===== config.mk =====
export PLATFORM = sky130hd
export DESIGN_NAME = vid_bridge_top
export DESIGN_NICKNAME = d
export VERILOG_FILES = /design/src/source/vid_pkg.sv /design/src/source/pixel_packer.sv /design/src/source/pixel_fifo.sv /design/src/source/video_timing.sv /design/src/source/pixel_output.sv /design/src/source/vid_bridge_top.sv
export SDC_FILE = /design/constraint.sdc
export NUM_CORES = 1
export LEC_CHECK = 0
export BUFFER_PORTS_ARGS = -buffer_cell sky130_fd_sc_hd__buf_2
export CAP_MARGIN = 25
export CELL_PAD_IN_SITES_DETAIL_PLACEMENT = 0
export CELL_PAD_IN_SITES_GLOBAL_PLACEMENT = 1
export CORE_MARGIN = 1
export CORE_UTILIZATION = 25
export DETAILED_ROUTE_END_ITERATION = 10
export PLACE_DENSITY = 0.42
export SLEW_MARGIN = 5
export SYNTH_ARGS = -nofsm -noshare
export SYNTH_HDL_FRONTEND = slang
export SYNTH_SLANG_ARGS = --single-unit

===== constraint.sdc =====
create_clock -name clk -period 8.24 [get_ports clk]
set_input_delay 0.412 -clock clk [delete_from_list [all_inputs] [get_ports clk]]
set_output_delay 0.412 -clock clk [all_outputs]
set_load 0.02 [all_outputs]

===== src/source/vid_pkg.sv =====
`default_nettype none

package vid_pkg;

    // ------------------------------------------------------------
    // fixed raster, order is active / front porch / sync / back porch
    // ------------------------------------------------------------
    localparam int H_ACTIVE = 16;                   // pixels per line
    localparam int H_FP     = 2;
    localparam int H_SYNC   = 2;
    localparam int H_BP     = 4;
    localparam int H_TOTAL  = H_ACTIVE + H_FP + H_SYNC + H_BP;  // 24 cycles

    localparam int V_ACTIVE = 4;                    // lines per frame
    localparam int V_FP     = 1;
    localparam int V_SYNC   = 1;
    localparam int V_BP     = 2;
    localparam int V_TOTAL  = V_ACTIVE + V_FP + V_SYNC + V_BP;  // 8 lines

    localparam int FIFO_DEPTH = 32;                 // stands in for the frame buffer
    localparam int FIFO_AW    = 5;

    // ------------------------------------------------------------
    // types
    // ------------------------------------------------------------
    typedef logic [7:0]         cam_byte_t;
    typedef logic [7:0]         chan8_t;
    typedef logic [4:0]         hcount_t;
    typedef logic [2:0]         vcount_t;
    typedef logic [FIFO_AW-1:0] fifo_addr_t;

    typedef struct packed {
        logic [4:0] red;
        logic [5:0] green;
        logic [4:0] blue;
    } rgb565_t;

    typedef struct packed {
        chan8_t red;
        chan8_t green;
        chan8_t blue;
    } rgb888_t;

    typedef struct packed {
        logic hs;
        logic vs;
        logic de;
    } sync_t;

endpackage

`default_nettype wire


===== src/source/pixel_packer.sv =====
`timescale 1ns/100ps
`default_nettype none

module pixel_packer
(
    input  logic                clk,
    input  logic                rst_n,
    input  logic                cam_href,
    input  vid_pkg::cam_byte_t  cam_data,
    output logic                pix_valid,
    input  logic                pix_ready,
    output vid_pkg::rgb565_t    pix_data,
    output logic                overflow
);

    logic               phase;      // 1 while the high byte is stored
    vid_pkg::cam_byte_t hi_byte;
    logic               pair_done;

    assign pair_done = cam_href && phase;

    // ------------------------------------------------------------
    // control
    // ------------------------------------------------------------
    always_ff @(posedge clk or negedge rst_n)
    begin
        if (!rst_n)
        begin
            phase     <= 1'b0;
            pix_valid <= 1'b0;
            overflow  <= 1'b0;
        end
        else
        begin
            if (pair_done)
            begin
                pix_valid <= 1'b1;
                if (pix_valid && !pix_ready)
                    overflow <= 1'b1;   // held pixel gets replaced
            end
            else if (pix_valid && pix_ready)
                pix_valid <= 1'b0;

            // href low restarts the pair, odd byte is dropped
            phase <= cam_href && !phase;
        end
    end

    // payload
    always_ff @(posedge clk)
    begin
        if (cam_href && !phase)
            hi_byte <= cam_data;                    // first byte is the high half
        if (pair_done)
            pix_data <= vid_pkg::rgb565_t'({hi_byte, cam_data});
    end

endmodule

`default_nettype wire


===== src/source/pixel_fifo.sv =====
`timescale 1ns/100ps
`default_nettype none

module pixel_fifo
(
    input  logic                clk,
    input  logic                rst_n,
    input  logic                in_valid,
    output logic                in_ready,
    input  vid_pkg::rgb565_t    in_data,
    output logic                out_valid,
    input  logic                out_ready,
    output vid_pkg::rgb565_t    out_data
);

    vid_pkg::rgb565_t           mem [vid_pkg::FIFO_DEPTH];
    vid_pkg::fifo_addr_t        wr_ptr;
    vid_pkg::fifo_addr_t        rd_ptr;
    logic [vid_pkg::FIFO_AW:0]  count;      // one bit wider than the pointers
    logic                       push;
    logic                       pop;

    assign in_ready  = count != (vid_pkg::FIFO_AW + 1)'(vid_pkg::FIFO_DEPTH);
    assign out_valid = count != '0;
    assign out_data  = mem[rd_ptr];         // head entry, read is asynchronous

    assign push = in_valid && in_ready;
    assign pop  = out_valid && out_ready;

    // ------------------------------------------------------------
    // pointers and occupancy
    // ------------------------------------------------------------
    always_ff @(posedge clk or negedge rst_n)
    begin
        if (!rst_n)
        begin
            wr_ptr <= '0;
            rd_ptr <= '0;
            count  <= '0;
        end
        else
        begin
            if (push)
                wr_ptr <= wr_ptr + vid_pkg::fifo_addr_t'(1);   // wraps at depth
            if (pop)
                rd_ptr <= rd_ptr + vid_pkg::fifo_addr_t'(1);

            case ({push, pop})
                2'b10:   count <= count + (vid_pkg::FIFO_AW + 1)'(1);
                2'b01:   count <= count - (vid_pkg::FIFO_AW + 1)'(1);
                default: count <= count;    // idle or push and pop together
            endcase
        end
    end

    // storage
    always_ff @(posedge clk)
    begin
        if (push)
            mem[wr_ptr] <= in_data;
    end

endmodule

`default_nettype wire


===== src/source/video_timing.sv =====
`timescale 1ns/100ps
`default_nettype none

module video_timing
(
    input  logic            clk,
    input  logic            rst_n,
    output vid_pkg::sync_t  pos
);

    vid_pkg::hcount_t h_cnt;
    vid_pkg::vcount_t v_cnt;
    logic             line_end;
    logic             frame_end;

    assign line_end  = h_cnt == vid_pkg::hcount_t'(vid_pkg::H_TOTAL - 1);
    assign frame_end = v_cnt == vid_pkg::vcount_t'(vid_pkg::V_TOTAL - 1);

    // ------------------------------------------------------------
    // free running counters
    // ------------------------------------------------------------
    always_ff @(posedge clk or negedge rst_n)
    begin
        if (!rst_n)
        begin
            h_cnt <= '0;
            v_cnt <= '0;
        end
        else if (line_end)
        begin
            h_cnt <= '0;
            if (frame_end)
                v_cnt <= '0;
            else
                v_cnt <= v_cnt + vid_pkg::vcount_t'(1);
        end
        else
            h_cnt <= h_cnt + vid_pkg::hcount_t'(1);
    end

    // ------------------------------------------------------------
    // decode, positive polarity
    // ------------------------------------------------------------
    always_comb
    begin
        pos.hs = (h_cnt >= vid_pkg::hcount_t'(vid_pkg::H_ACTIVE + vid_pkg::H_FP))
              && (h_cnt <  vid_pkg::hcount_t'(vid_pkg::H_ACTIVE + vid_pkg::H_FP
                                              + vid_pkg::H_SYNC));
        // whole sync line
        pos.vs = (v_cnt >= vid_pkg::vcount_t'(vid_pkg::V_ACTIVE + vid_pkg::V_FP))
              && (v_cnt <  vid_pkg::vcount_t'(vid_pkg::V_ACTIVE + vid_pkg::V_FP
                                              + vid_pkg::V_SYNC));
        pos.de = (h_cnt < vid_pkg::hcount_t'(vid_pkg::H_ACTIVE))
              && (v_cnt < vid_pkg::vcount_t'(vid_pkg::V_ACTIVE));
    end

endmodule

`default_nettype wire


===== src/source/pixel_output.sv =====
`timescale 1ns/100ps
`default_nettype none

module pixel_output
(
    input  logic                clk,
    input  logic                rst_n,
    input  vid_pkg::sync_t      pos,
    input  logic                pix_valid,
    output logic                pix_ready,
    input  vid_pkg::rgb565_t    pix_data,
    output logic                vid_hs,
    output logic                vid_vs,
    output logic                vid_de,
    output vid_pkg::rgb888_t    vid_rgb,
    output logic                underflow
);

    vid_pkg::rgb888_t wide;

    assign pix_ready = pos.de;      // one pop per active position

    // zero padding of the low bits
    assign wide.red   = {pix_data.red,   3'b000};
    assign wide.green = {pix_data.green, 2'b00};
    assign wide.blue  = {pix_data.blue,  3'b000};

    // ------------------------------------------------------------
    // display registers, one cycle behind pos
    // ------------------------------------------------------------
    always_ff @(posedge clk or negedge rst_n)
    begin
        if (!rst_n)
        begin
            vid_hs    <= 1'b0;
            vid_vs    <= 1'b0;
            vid_de    <= 1'b0;
            vid_rgb   <= '0;
            underflow <= 1'b0;
        end
        else
        begin
            vid_hs <= pos.hs;
            vid_vs <= pos.vs;
            vid_de <= pos.de;

            if (pos.de && pix_valid)
                vid_rgb <= wide;
            else
                vid_rgb <= '0;          // blanking or empty FIFO

            if (pos.de && !pix_valid)
                underflow <= 1'b1;      // sticky until reset
        end
    end

endmodule

`default_nettype wire


===== src/source/vid_bridge_top.sv =====
`timescale 1ns/100ps
`default_nettype none

module vid_bridge_top
(
    input  logic                clk,
    input  logic                rst_n,
    input  logic                cam_href,
    input  vid_pkg::cam_byte_t  cam_data,
    output logic                vid_hs,
    output logic                vid_vs,
    output logic                vid_de,
    output vid_pkg::rgb888_t    vid_rgb,
    output logic                overflow,
    output logic                underflow
);

    // packer to FIFO
    logic               pix_valid;
    logic               pix_ready;
    vid_pkg::rgb565_t   pix_data;

    // FIFO to output stage
    logic               out_valid;
    logic               out_ready;
    vid_pkg::rgb565_t   out_data;

    vid_pkg::sync_t     pos;        // raster position

    pixel_packer u_pixel_packer
    (
        .clk       (clk),
        .rst_n     (rst_n),
        .cam_href  (cam_href),
        .cam_data  (cam_data),
        .pix_valid (pix_valid),
        .pix_ready (pix_ready),
        .pix_data  (pix_data),
        .overflow  (overflow)
    );

    pixel_fifo u_pixel_fifo
    (
        .clk       (clk),
        .rst_n     (rst_n),
        .in_valid  (pix_valid),
        .in_ready  (pix_ready),
        .in_data   (pix_data),
        .out_valid (out_valid),
        .out_ready (out_ready),
        .out_data  (out_data)
    );

    video_timing u_video_timing
    (
        .clk   (clk),
        .rst_n (rst_n),
        .pos   (pos)
    );

    pixel_output u_pixel_output
    (
        .clk       (clk),
        .rst_n     (rst_n),
        .pos       (pos),
        .pix_valid (out_valid),
        .pix_ready (out_ready),
        .pix_data  (out_data),
        .vid_hs    (vid_hs),
        .vid_vs    (vid_vs),
        .vid_de    (vid_de),
        .vid_rgb   (vid_rgb),
        .underflow (underflow)
    );

endmodule

`default_nettype wire


==> results of run 1 <==
==> critical path, stage by stage, from the launching register on <==
cell     delay (ns)
dfrtp_4        0.86
buf_4          0.83
mux4_2         0.62
o22ai_1        0.66
nor3_1         0.14
==> placed cells by master, fill, tap and decap left out, types with 12 or more instances in the layout <==
cell type,synthesis,layout
dfrtp_1,47,44
nor2_2,0,20
clkbuf_1,12,14
clkinv_2,0,14
clkinv_1,0,12
o22ai_1,30,30
a22oi_1,31,31
clkbuf_16,0,71
mux4_2,96,96
nor2_1,37,17
o22a_1,16,16
ha_1,12,12
buf_4,23,54
nor3_1,18,18
edfxtp_1,536,536
nand2_1,14,14
buf_2,11,31
nand4_1,20,20
mux2i_1,62,62
==> flip-flops by register name, indices dropped and copies added (netlist names) <==
signal                    flops
u_video_timing.h_cnt          5
u_pixel_output.vid_de         1
u_pixel_fifo.count            6
u_video_timing.v_cnt          3
u_pixel_fifo.wr_ptr           5
u_pixel_packer.overflow       1
u_pixel_packer.pix_valid      1
u_pixel_fifo.mem            512
u_pixel_output.underflow      1
u_pixel_output.vid_hs         1
u_pixel_fifo.rd_ptr           5
u_pixel_packer.pix_data      16
u_pixel_packer.phase          1
u_pixel_output.vid_vs         1
u_pixel_output.vid_rgb       16
u_pixel_packer.hi_byte        8
==> per-stage QoR <==
step	setup slack, ns	cell area (um^2)	cells	hold slack [ns]
global placement	4.77	24000	2265	0.402
finish	4.86	26300	2405	-0.0143
global route	4.66	26300	2400	0.0293
floorplan	5.60	22400	1077	0.116
detailed placement	4.75	24100	2269	0.405
CTS	4.76	26300	2400	0.00538
==> cell type report <==
class                      instances  share of cell area
tap                             1165              0.0554
timing repair buffer              97              0.0269
sequential                       583               0.657
antenna                            5            0.000475
clock inverter                    33             0.00970
inverter                           7            0.000998
multi-input combinational        424               0.177
clock buffer                      91              0.0726
==> routing by layer <==
layer | routed length, um | vias to the layer above | global-route usage
met5 | 13 | - | 0
met4 | 1140 | 2 | 0.0393
met3 | 3340 | 73 | 0.0283
met2 | 29400 | 247 | 0.222
met1 | 27700 | 5685 | 0.189
li1 | - | 4645 | -
==> worst paths after layout <==
| path | to | slack, ns | cells after the start |
|---|---|---|---|
| setup / recovery | u_pixel_output.vid_rgb[22]$_DFF_PN0_ | 4.86 | 4 |
| hold / removal | u_pixel_fifo.count[2]$_DFFE_PN0P_ | -0.01 | 2 |
| setup reg to reg | u_pixel_output.vid_rgb[22]$_DFF_PN0_ | 4.86 | 4 |
| hold reg to reg | u_pixel_packer.pix_data[14]$_DFFE_PP_ | 0.42 | 0 |
| max in group asynchronous | u_pixel_fifo.rd_ptr[1]$_DFFE_PN0N_ | 7.67 | 2 |
| min in group clk | u_pixel_packer.hi_byte[6]$_DFFE_PP_ | 0.05 | 1 |
==> power by group <==
part	total, uW	internal [uW]	switching [uW]
combinational	1880	820	1060
clock	2920	1730	1190
sequential	3630	3370	265
total	8430	5920	2510
==> logic make-up after synthesis <==
family,Yosys count
compound gates,97
xor+xnor,18
fa+ha+maj,12
buf+inv,70
flops,583
mux,162
other cells,1
simple gates,127
==> what timing repair did <==
item,4_1_cts,5_1_grt
endpoints found under the setup margin,0,0
hold buffers,7,0
hold endpoints to repair,14,0
==> metrics.txt, run 1 <==
status=finished with violations; failing checks=negative hold slack; Register Area=17300 um^2; total power=8430 uW; Fmax=a little under 300 MHz; Tmin final=3.38 ns; FP Rows=between 100 and 150; post-route ant nets=0; Post-synth top cells=536 x edfxtp_1, 96 x mux4_2, 62 x mux2i_1; Max Cap Viol=0; Core Footprint=roughly 88000 um^2; 1st-iter DRT viols=768; CP Max Fanout=42; fraction of registers with async set/reset=0.0806; Clk pin slew, worst setup/hold paths=0.05 ns; CP Class=reg2reg; worst reg2reg startpoint=u_pixel_fifo.rd_ptr[0]$_DFFE_PN0N_; die area=90500 um^2; largest family of logic cells by synthesized area=multiplexers; Post-Synth XOR/XNOR Area=0.00706; largest net degree at the start of global routing=112; core utilization of the finished layout=0.298; power per cell area=~320 nW/um^2; Die Ht=301 um; Routed WL=61600 um; CP arrival=3.81 ns; wire per inst=between 20 and 30 um; share of cells above drive strength 1=0.259; fillcell total=8629; Max-slew headroom=0.345; CTS Root Cell=clkbuf_16; # DRC=0; RSZ-0062 raised after global routing=false; DP HPWL=35600 um; CP endpoint kind=register; Starting Density=0.253; Slew Limit Fails=0; first-pass GRT wire length=87300 um; Ports=40; flops & latches, synth=around 580; initial antenna violation count=2; Die W=301 um; Syn Inst Count=1070; Ys Warns=0; Synth top area share=0.721; P&R area growth vs syn=17.9%; CTS Buf Count=approximately 70; CP startpoint=u_pixel_fifo.rd_ptr[0]$_DFFE_PN0N_; via count=10700; Remaining Overflow, GRT=0; Worst Tran Pin Value=0.981 ns; endpoints failing setup=0; Synth Area in Adders=0.00673; GR Util All Layers=0.138; post-synthesis compound-gate area fraction=0.0316; Max Root-Sink Buffers=3; leakage power=0.00857 uW; vias in the first global route=11100; Final Hold Vio Count=20; most area-hungry cell type in the Yosys netlist=edfxtp_1; Req. time, crit path=8.67 ns; Min Hold Slack=-0.0143 ns; Setup Buffers After CTS=0; Synth area leaders=edfxtp_1 72%, mux4_2 9.7%, dfrtp_1 5.3%, mux2i_1 2.8%, a22oi_1 1.0%; count leader, synth=edfxtp_1; mean post-synth cell area=about 21 um^2; H-tree lvl count=3; IO Port Bufs=31; RePlAce Congestion=0.735; mux cell area share after synthesis=0.127; CTS sink cnt=583; period utilization=0.410; Yosys cell types=55; multi-input logic area=4670 um^2; drt first pass iters=4; HP Class=in2async; clk_skew=about 0.021 ns; # nets final=1205; CTS resizes=0; insertion delay to the later sink of the worst-skew pair=around 0.60 ns; Vias/cell=4.43; VDD IR max=~0.00022 V; Synth Cell Area=22300 um^2; Top FF cell, synth=edfxtp_1; Post-synth EDFFs=536; simple-gate area share of the yosys netlist=0.0318; setup TNS=0 ns; CTS tree=done; CP Launch Type=register; Seq/Total Area, Yosys=0.774
(Power assumes the default switching activity.)
==> inputs of run 2 (changes only) <==
- PLACE_DENSITY: 0.42 -> 0.43
- clock period: 8.24 -> 2.8 ns (I/O delays scaled with it)
==> run 2 against run 1 <==
  * The flow now finishes without violations
  * Total power grew to 3.0 times the previous value
  * Via count shrank 0.26%
  * Cell area grew 1.5%
  * First-iteration DRC count shrank 18%
==> metrics.txt, run 2 (synthesis gave the netlist of run 1 again) <==
Clk pin slew, worst setup/hold paths=0.06 ns (about the same); Setup Slack @ Placement=0.147 ns (-4.61 ns); initial antenna violation count=2 (unchanged); Ports=40 (unchanged); max reg flops=512 (unchanged); Max Cap Viol=0 (unchanged); # DRC=0 (unchanged); largest net degree at the start of global routing=42 (-63%); IO Port Bufs=31 (unchanged); clk_skew=0.0241 ns (+0.00272 ns); vias in the first global route=11300 (+1.9%); Req. time, crit path=3.27 ns (-5.40 ns); setup TNS=0 ns (unchanged); Slew Limit Fails=0 (unchanged); placed cell count=2301 (+1.4%); CTS Buf Count=69 (unchanged); Final Hold Vio Count=0 (-100%); VDD IR max=0.000512 V (+140%); # nets final=1241 (+3.0%); Fmax=400 MHz (+35%); 1st-iter DRT viols=631 (-18%); most common cell after layout, fill and taps aside=edfxtp_1; DP Area=24400 um^2 (+1.4%); Max-slew headroom=0.537 (+0.192); Core Footprint=88400 um^2 (unchanged); leakage power=0.00874 uW (+2.0%); RePlAce Congestion=0.730 (-0.67%); Final WS setup=0.298 ns (-4.57 ns); CP Max Fanout=9 (-79%); endpoints failing setup=0 (unchanged); commonest non-fill, non-tap cells in the layout=536 x edfxtp_1, 96 x mux4_2, 81 x buf_4; Die Ht=301 um (unchanged); period utilization=0.894 (+0.484); insertion delay to the later sink of the worst-skew pair=0.60 ns (about the same); total power=25100 uW (+200%); final cell count without fillers=2441 (+1.5%); CTS Root Cell=clkbuf_16; Reg with most FFs=u_pixel_fifo.mem; HP Class=in2async; CTS tree=done; Setup Buffers After CTS=0 (unchanged); Starting Density=0.253 (unchanged); Tmin final=2.50 ns (-0.873 ns); share of cells above drive strength 1=0.276 (+0.0171); Final Instance Area=26700 um^2 (+1.5%); post-route ant nets=0 (unchanged); H-tree lvl count=3 (unchanged); Routed WL=57500 um (-6.6%); CP Launch Type=register; CP arrival=2.97 ns (-0.84 ns); power per cell area=941 nW/um^2 (+190%); leading registers by flop count=u_pixel_fifo.mem x512, u_pixel_output.vid_rgb x16, u_pixel_packer.pix_data x16; Worst Tran Pin Value=0.692 ns (-0.289 ns); GR Util All Layers=0.129 (-0.00905); CTS sink cnt=583 (unchanged); CP Class=reg2reg; Die W=301 um (unchanged); die area=90500 um^2 (unchanged); RSZ-0062 raised after global routing=false; DP HPWL=33100 um (-7.0%); Vias/cell=4.35 (-1.7%); via count=10600 (-0.26%); drt first pass iters=5 (+1); first-pass GRT wire length=82700 um (-5.3%); Max Root-Sink Buffers=3 (unchanged); wire per inst=23.6 um (-8.0%); cells on worst reg2reg path=9 (+5); P&R area growth vs syn=19.6%; FP Rows=109 (unchanged); Remaining Overflow, GRT=0 (unchanged); status=completed; CP endpoint kind=register
[run 2: stage by stage]
| step | util | hold slack, ns |
|---|---|---|
| after floorplan | - | -0.156 |
| after global placement | 0.276 | 0.214 |
| after detailed placement | 0.276 | 0.217 |
| after CTS | 0.302 | 0.133 |
| after global routing | 0.302 | 0.183 |
| final | 0.302 | 0.129 |
[run 2: where the power goes]
group          internal, uW  leakage, uW  switching [uW]
Sequential             9920      0.00538             475
Combinational          2770      0.00232            3430
Clock                  5040      0.00104            3500
Total                 17700      0.00874            7410
[run 2: worst max-delay path: stages (launching register included)]
cell and delay (ns):
dfrtp_1 0.48, nor4_1 0.44, a21boi_2 0.13, ha_1 0.30
xor2_1 0.18, ha_1 0.22, and4b_1 0.18, a221oi_1 0.20
a21oi_1 0.12, xor2_1 0.15
[run 2: repair_timing]
item	4_1_cts	5_1_grt
hold buffers	10	0
resized for setup	0	1
setup endpoints to repair	0	1
hold endpoints to repair	41	0
[run 2: final cells by class]
| type | count | area, um^2 |
|---|---|---|
| Fill cell | 8664 | 61700 |
| Sequential cell | 583 | 17300 |
| Multi-Input combinational cell | 424 | 4690 |
| Clock buffer | 88 | 1850 |
| Tap cell | 1165 | 1460 |
| Timing Repair Buffer | 133 | 1090 |
| Clock inverter | 36 | 294 |
| Inverter | 7 | 26.3 |
| Antenna cell | 5 | 12.5 |
[run 2: per-layer routing]
layer,routed length [um],track usage,vias to the layer above
li1,-,-,4715
met1,26900,0.178,5668
met2,27800,0.210,156
met3,1640,0.0224,83
met4,1190,0.0336,2
met5,13,0,-
[run 2: worst paths after layout]
| path | slack [ns] | start | endpoint |
|---|---|---|---|
| max | 0.30 | u_pixel_fifo.count[2]$_DFFE_PN0P_ | u_pixel_fifo.count[4]$_DFFE_PN0P_ |
| min | 0.13 | rst_n | u_pixel_output.vid_rgb[7]$_DFF_PN0_ |
| max reg2reg | 0.30 | u_pixel_fifo.count[2]$_DFFE_PN0P_ | u_pixel_fifo.count[4]$_DFFE_PN0P_ |
| min reg2reg | 0.41 | u_pixel_packer.hi_byte[1]$_DFFE_PP_ | u_pixel_packer.pix_data[9]$_DFFE_PP_ |
| max in group asynchronous | 1.83 | rst_n | u_pixel_output.vid_rgb[5]$_DFF_PN0_ |
| min in group clk | 0.27 | cam_data[4] | u_pixel_packer.pix_data[4]$_DFFE_PP_ |
==> inputs of run 3 (changes only) <==
- ABC_AREA: not set -> 1
- PLACE_DENSITY: 0.43 -> 0.46
- clock period: 2.8 -> 2.3 ns (I/O delays scaled with it)
==> run 3 against run 2 <==
  * Synthesized cell count grew 100%
  * Clock skew increased by 0.0041 ns
  * Critical path depth up 8
  * First-iteration DRC count grew 91%
  * Largest power group unchanged
==> metrics.txt, run 3 <==
# DRC=0 (unchanged); Min Hold Slack=0.0550 ns (-0.0742 ns); post-synthesis compound-gate area fraction=0.0258 (-0.00585); share of cells above drive strength 1=0.129 (-0.148); leading registers by flop count=u_pixel_fifo.mem x512, u_pixel_output.vid_rgb x16, u_pixel_packer.pix_data x16; fraction of registers with async set/reset=0.0806 (unchanged); Max-slew headroom=0.503 (-0.0340); setup TNS=0 ns (unchanged); commonest non-fill, non-tap cells in the layout=670 x nand2_1, 536 x edfxtp_1, 320 x nor2_1; # nets final=2322 (+87%); WP buf/inv=5 (+5); endpoints failing setup=0 (unchanged); Die W=311 um (+3.5%); Yosys cell types=30 (-45%); most common cell after layout, fill and taps aside=nand2_1; Synth top area share=0.672 (-0.0488); vias in the first global route=15700 (+39%); Critical Path Stages=17 (+8); switching fraction of total power=0.369 (+0.0741); cells on worst reg2reg path=17 (+8); Post-synth top cells=674 x nand2_1, 536 x edfxtp_1, 321 x nor2_1; Sequential Power Share=0.354 (-0.059); largest family of logic cells by synthesized area=simple AND/OR/NAND/NOR gates; Top FF cell, synth=edfxtp_1; largest net degree at the start of global routing=71 (+69%); insertion delay to the later sink of the worst-skew pair=0.60 ns (about the same); Max Root-Sink Buffers=3 (unchanged); FP Rows=113 (+3.7%); drt first pass iters=5 (unchanged); core utilization of the finished layout=0.304 (+0.00209); final cell count without fillers=3615 (+48%); power per cell area=1210 nW/um^2 (+29%); Synth Cell Area=23900 um^2 (+7.3%); Setup Slack @ Placement=-0.0501 ns (-0.197 ns); simple-gate area share of the yosys netlist=0.203 (+0.171); Final WS setup=0.0986 ns (-0.199 ns); clk_skew=0.0283 ns (+0.00414 ns); post-route ant nets=0 (unchanged); CP Launch Type=register; Slew Limit Fails=0 (unchanged); RePlAce Congestion=0.768 (+5.2%); die area=97000 um^2 (+7.2%); CP endpoint kind=register; initial antenna violation count=4 (+2); RSZ-0062 raised after global routing=true; CP arrival=2.71 ns (-0.26 ns); Synth Area in Adders=0.00627 (-0.000455); Die Ht=311 um (+3.5%); P&R area growth vs syn=20.5%; HP Class=in2async; Post-synth EDFFs=536 (unchanged); Vias/cell=4.33 (-0.48%); Ys Warns=0 (unchanged); H-tree lvl count=3 (unchanged); Final Hold Vio Count=0 (unchanged); via count=15700 (+47%); CP Class=reg2reg; count leader, synth=nand2_1; Net Sw Power=12900 uW (+74%); Remaining Overflow, GRT=0 (unchanged); CTS Buf Count=68 (-1.4%); Clock Power Share=0.301 (-0.039); cell family with most CP delay=simple AND/OR/NAND/NOR gates; Tmin final=2.20 ns (-0.301 ns); DP HPWL=45000 um (+36%); most area-hungry cell type in the Yosys netlist=edfxtp_1; Core Footprint=94900 um^2 (+7.3%); CTS sink cnt=583 (unchanged); CP Max Fanout=3 (-6); Fmax=454 MHz (+14%); crit path cell chain=inv_2, nand3_4, nor3_4, nand2_1, nand2_2, inv_2, ha_4, inv_4, nand2_1, nand2_2, inv_1, ha_2, a21o_1, buf_4, a21oi_2, o21ai_1, o21ai_1; Logic pwr share=0.346 (+0.099); slowest cell delay on critical path=0.40 ns (-0.08 ns); flops & latches, synth=583 (unchanged); VDD IR max=0.000618 V (+21%); Worst Tran Pin Value=0.743 ns (+0.0512 ns); Routed WL=73300 um (+27%); Max Cap Viol=0 (unchanged); Critical Path Slowest Stage Cell=dfrtp_1; first-pass GRT wire length=108000 um (+31%); Post-Synth XOR/XNOR Area=0.00366 (-0.00340); Reg with most FFs=u_pixel_fifo.mem; placed cell count=3480 (+51%); max reg flops=512 (unchanged); Syn Inst Count=2148 (+100%); period utilization=0.957 (+0.0634); Seq/Total Area, Yosys=0.721 (-0.0523); Req. time, crit path=2.81 ns (-0.46 ns); Internal Power=22100 uW (+24%); wire per inst=20.3 um (-14%); CTS tree=done; mean post-synth cell area=11.1 um^2 (-47%); IO Port Bufs=31 (unchanged); GR Util All Layers=0.151 (+0.0222); leakage power=0.0110 uW (+26%); status=completed; CTS Root Cell=clkbuf_16; Ports=40 (unchanged); 1st-iter DRT viols=1207 (+91%); mux cell area share after synthesis=0 (-0.127); Starting Density=0.252 (about the same); Clk pin slew, worst setup/hold paths=0.05 ns (about the same); Synth area leaders=edfxtp_1 67%, nand2_1 11%, nor2_1 5.0%, dfrtp_1 4.9%, nand3_1 4.5%
==> run 3: worst paths after layout <==
| path | endpoint | slack (ns) | startpoint |
|---|---|---|---|
| worst max-delay path | u_pixel_fifo.count[2]$_DFFE_PN0P_ | 0.1 | u_pixel_fifo.count[2]$_DFFE_PN0P_ |
| worst min-delay path | u_pixel_output.underflow$_DFFE_PN0P_ | 0.05 | rst_n |
| worst max register to register | u_pixel_fifo.count[2]$_DFFE_PN0P_ | 0.1 | u_pixel_fifo.count[2]$_DFFE_PN0P_ |
| worst min register to register | u_pixel_packer.pix_data[11]$_DFFE_PP_ | 0.42 | u_pixel_packer.hi_byte[3]$_DFFE_PP_ |
| max in group asynchronous | u_pixel_packer.overflow$_DFFE_PN0P_ | 1.36 | rst_n |
| min in group clk | u_pixel_packer.hi_byte[4]$_DFFE_PP_ | 0.26 | cam_data[4] |
==> run 3: stage by stage <==
step           power [uW]  instance area [um^2]
2_1_floorplan       19500                 24000
3_3_place_gp        24900                 26500
3_5_place_dp        24800                 26500
4_1_cts             35500                 28800
5_1_grt             37100                 28900
6_report            35000                 28900
==> run 3: logic make-up after synthesis <==
logic type                 Yosys count
buffers and inverters              204
and+or+nand+nor                   1218
AOI/OAI and AO/OA                  120
other                                1
xor gates and xnor gates            10
DFF                                583
adders and majority gates           12
==> run 3: area by class of cell <==
cell class                      instances  area [um^2]
Timing Repair Buffer                  190         1710
Clock inverter                         30          277
Multi-Input combinational cell       1368         5820
Clock buffer                           90         1860
Inverter                               88          340
Fill cell                            9643        66000
Antenna cell                            1         2.50
Tap cell                             1265         1580
Sequential cell                       583        17300
==> run 3: what timing repair did <==
| item | in CTS | in global routing |
|---|---|---|
| gates resized for setup | 3 | 14 |
| endpoints found under the setup margin | 2 | 189 |
| pin swaps | 2 | 5 |
| setup buffers | 2 | 2 |
| hold endpoints to repair | 66 | 0 |
| hold buffers | 11 | 0 |
| cloned | 0 | 0 |
==> run 3: per-layer routing <==
layer / GRT usage / share of wire / vias to the layer above
li1: - / - / 7518
met1: 0.211 / 0.47 / 7726
met2: 0.243 / 0.47 / 317
met3: 0.0215 / 0.042 / 97
met4: 0.0444 / 0.023 / 0
met5: 0 / 0 / -
==> run 3: power groups by stage <==
stage               logic (uW)  registers [uW]  clock network, uW
floorplan                 6810           12700                  0
global placement         12300           12600                  0
CTS                      12300           12400              10800
global route             13400           12400              11200
detailed placement       12200           12600                  0
finish                   12100           12400              10500
==> run 3: worst min-delay path, cell delays in order <==
cell           delay, ns
dlygate4sd3_1       0.52
buf_2               0.14
buf_12              0.26
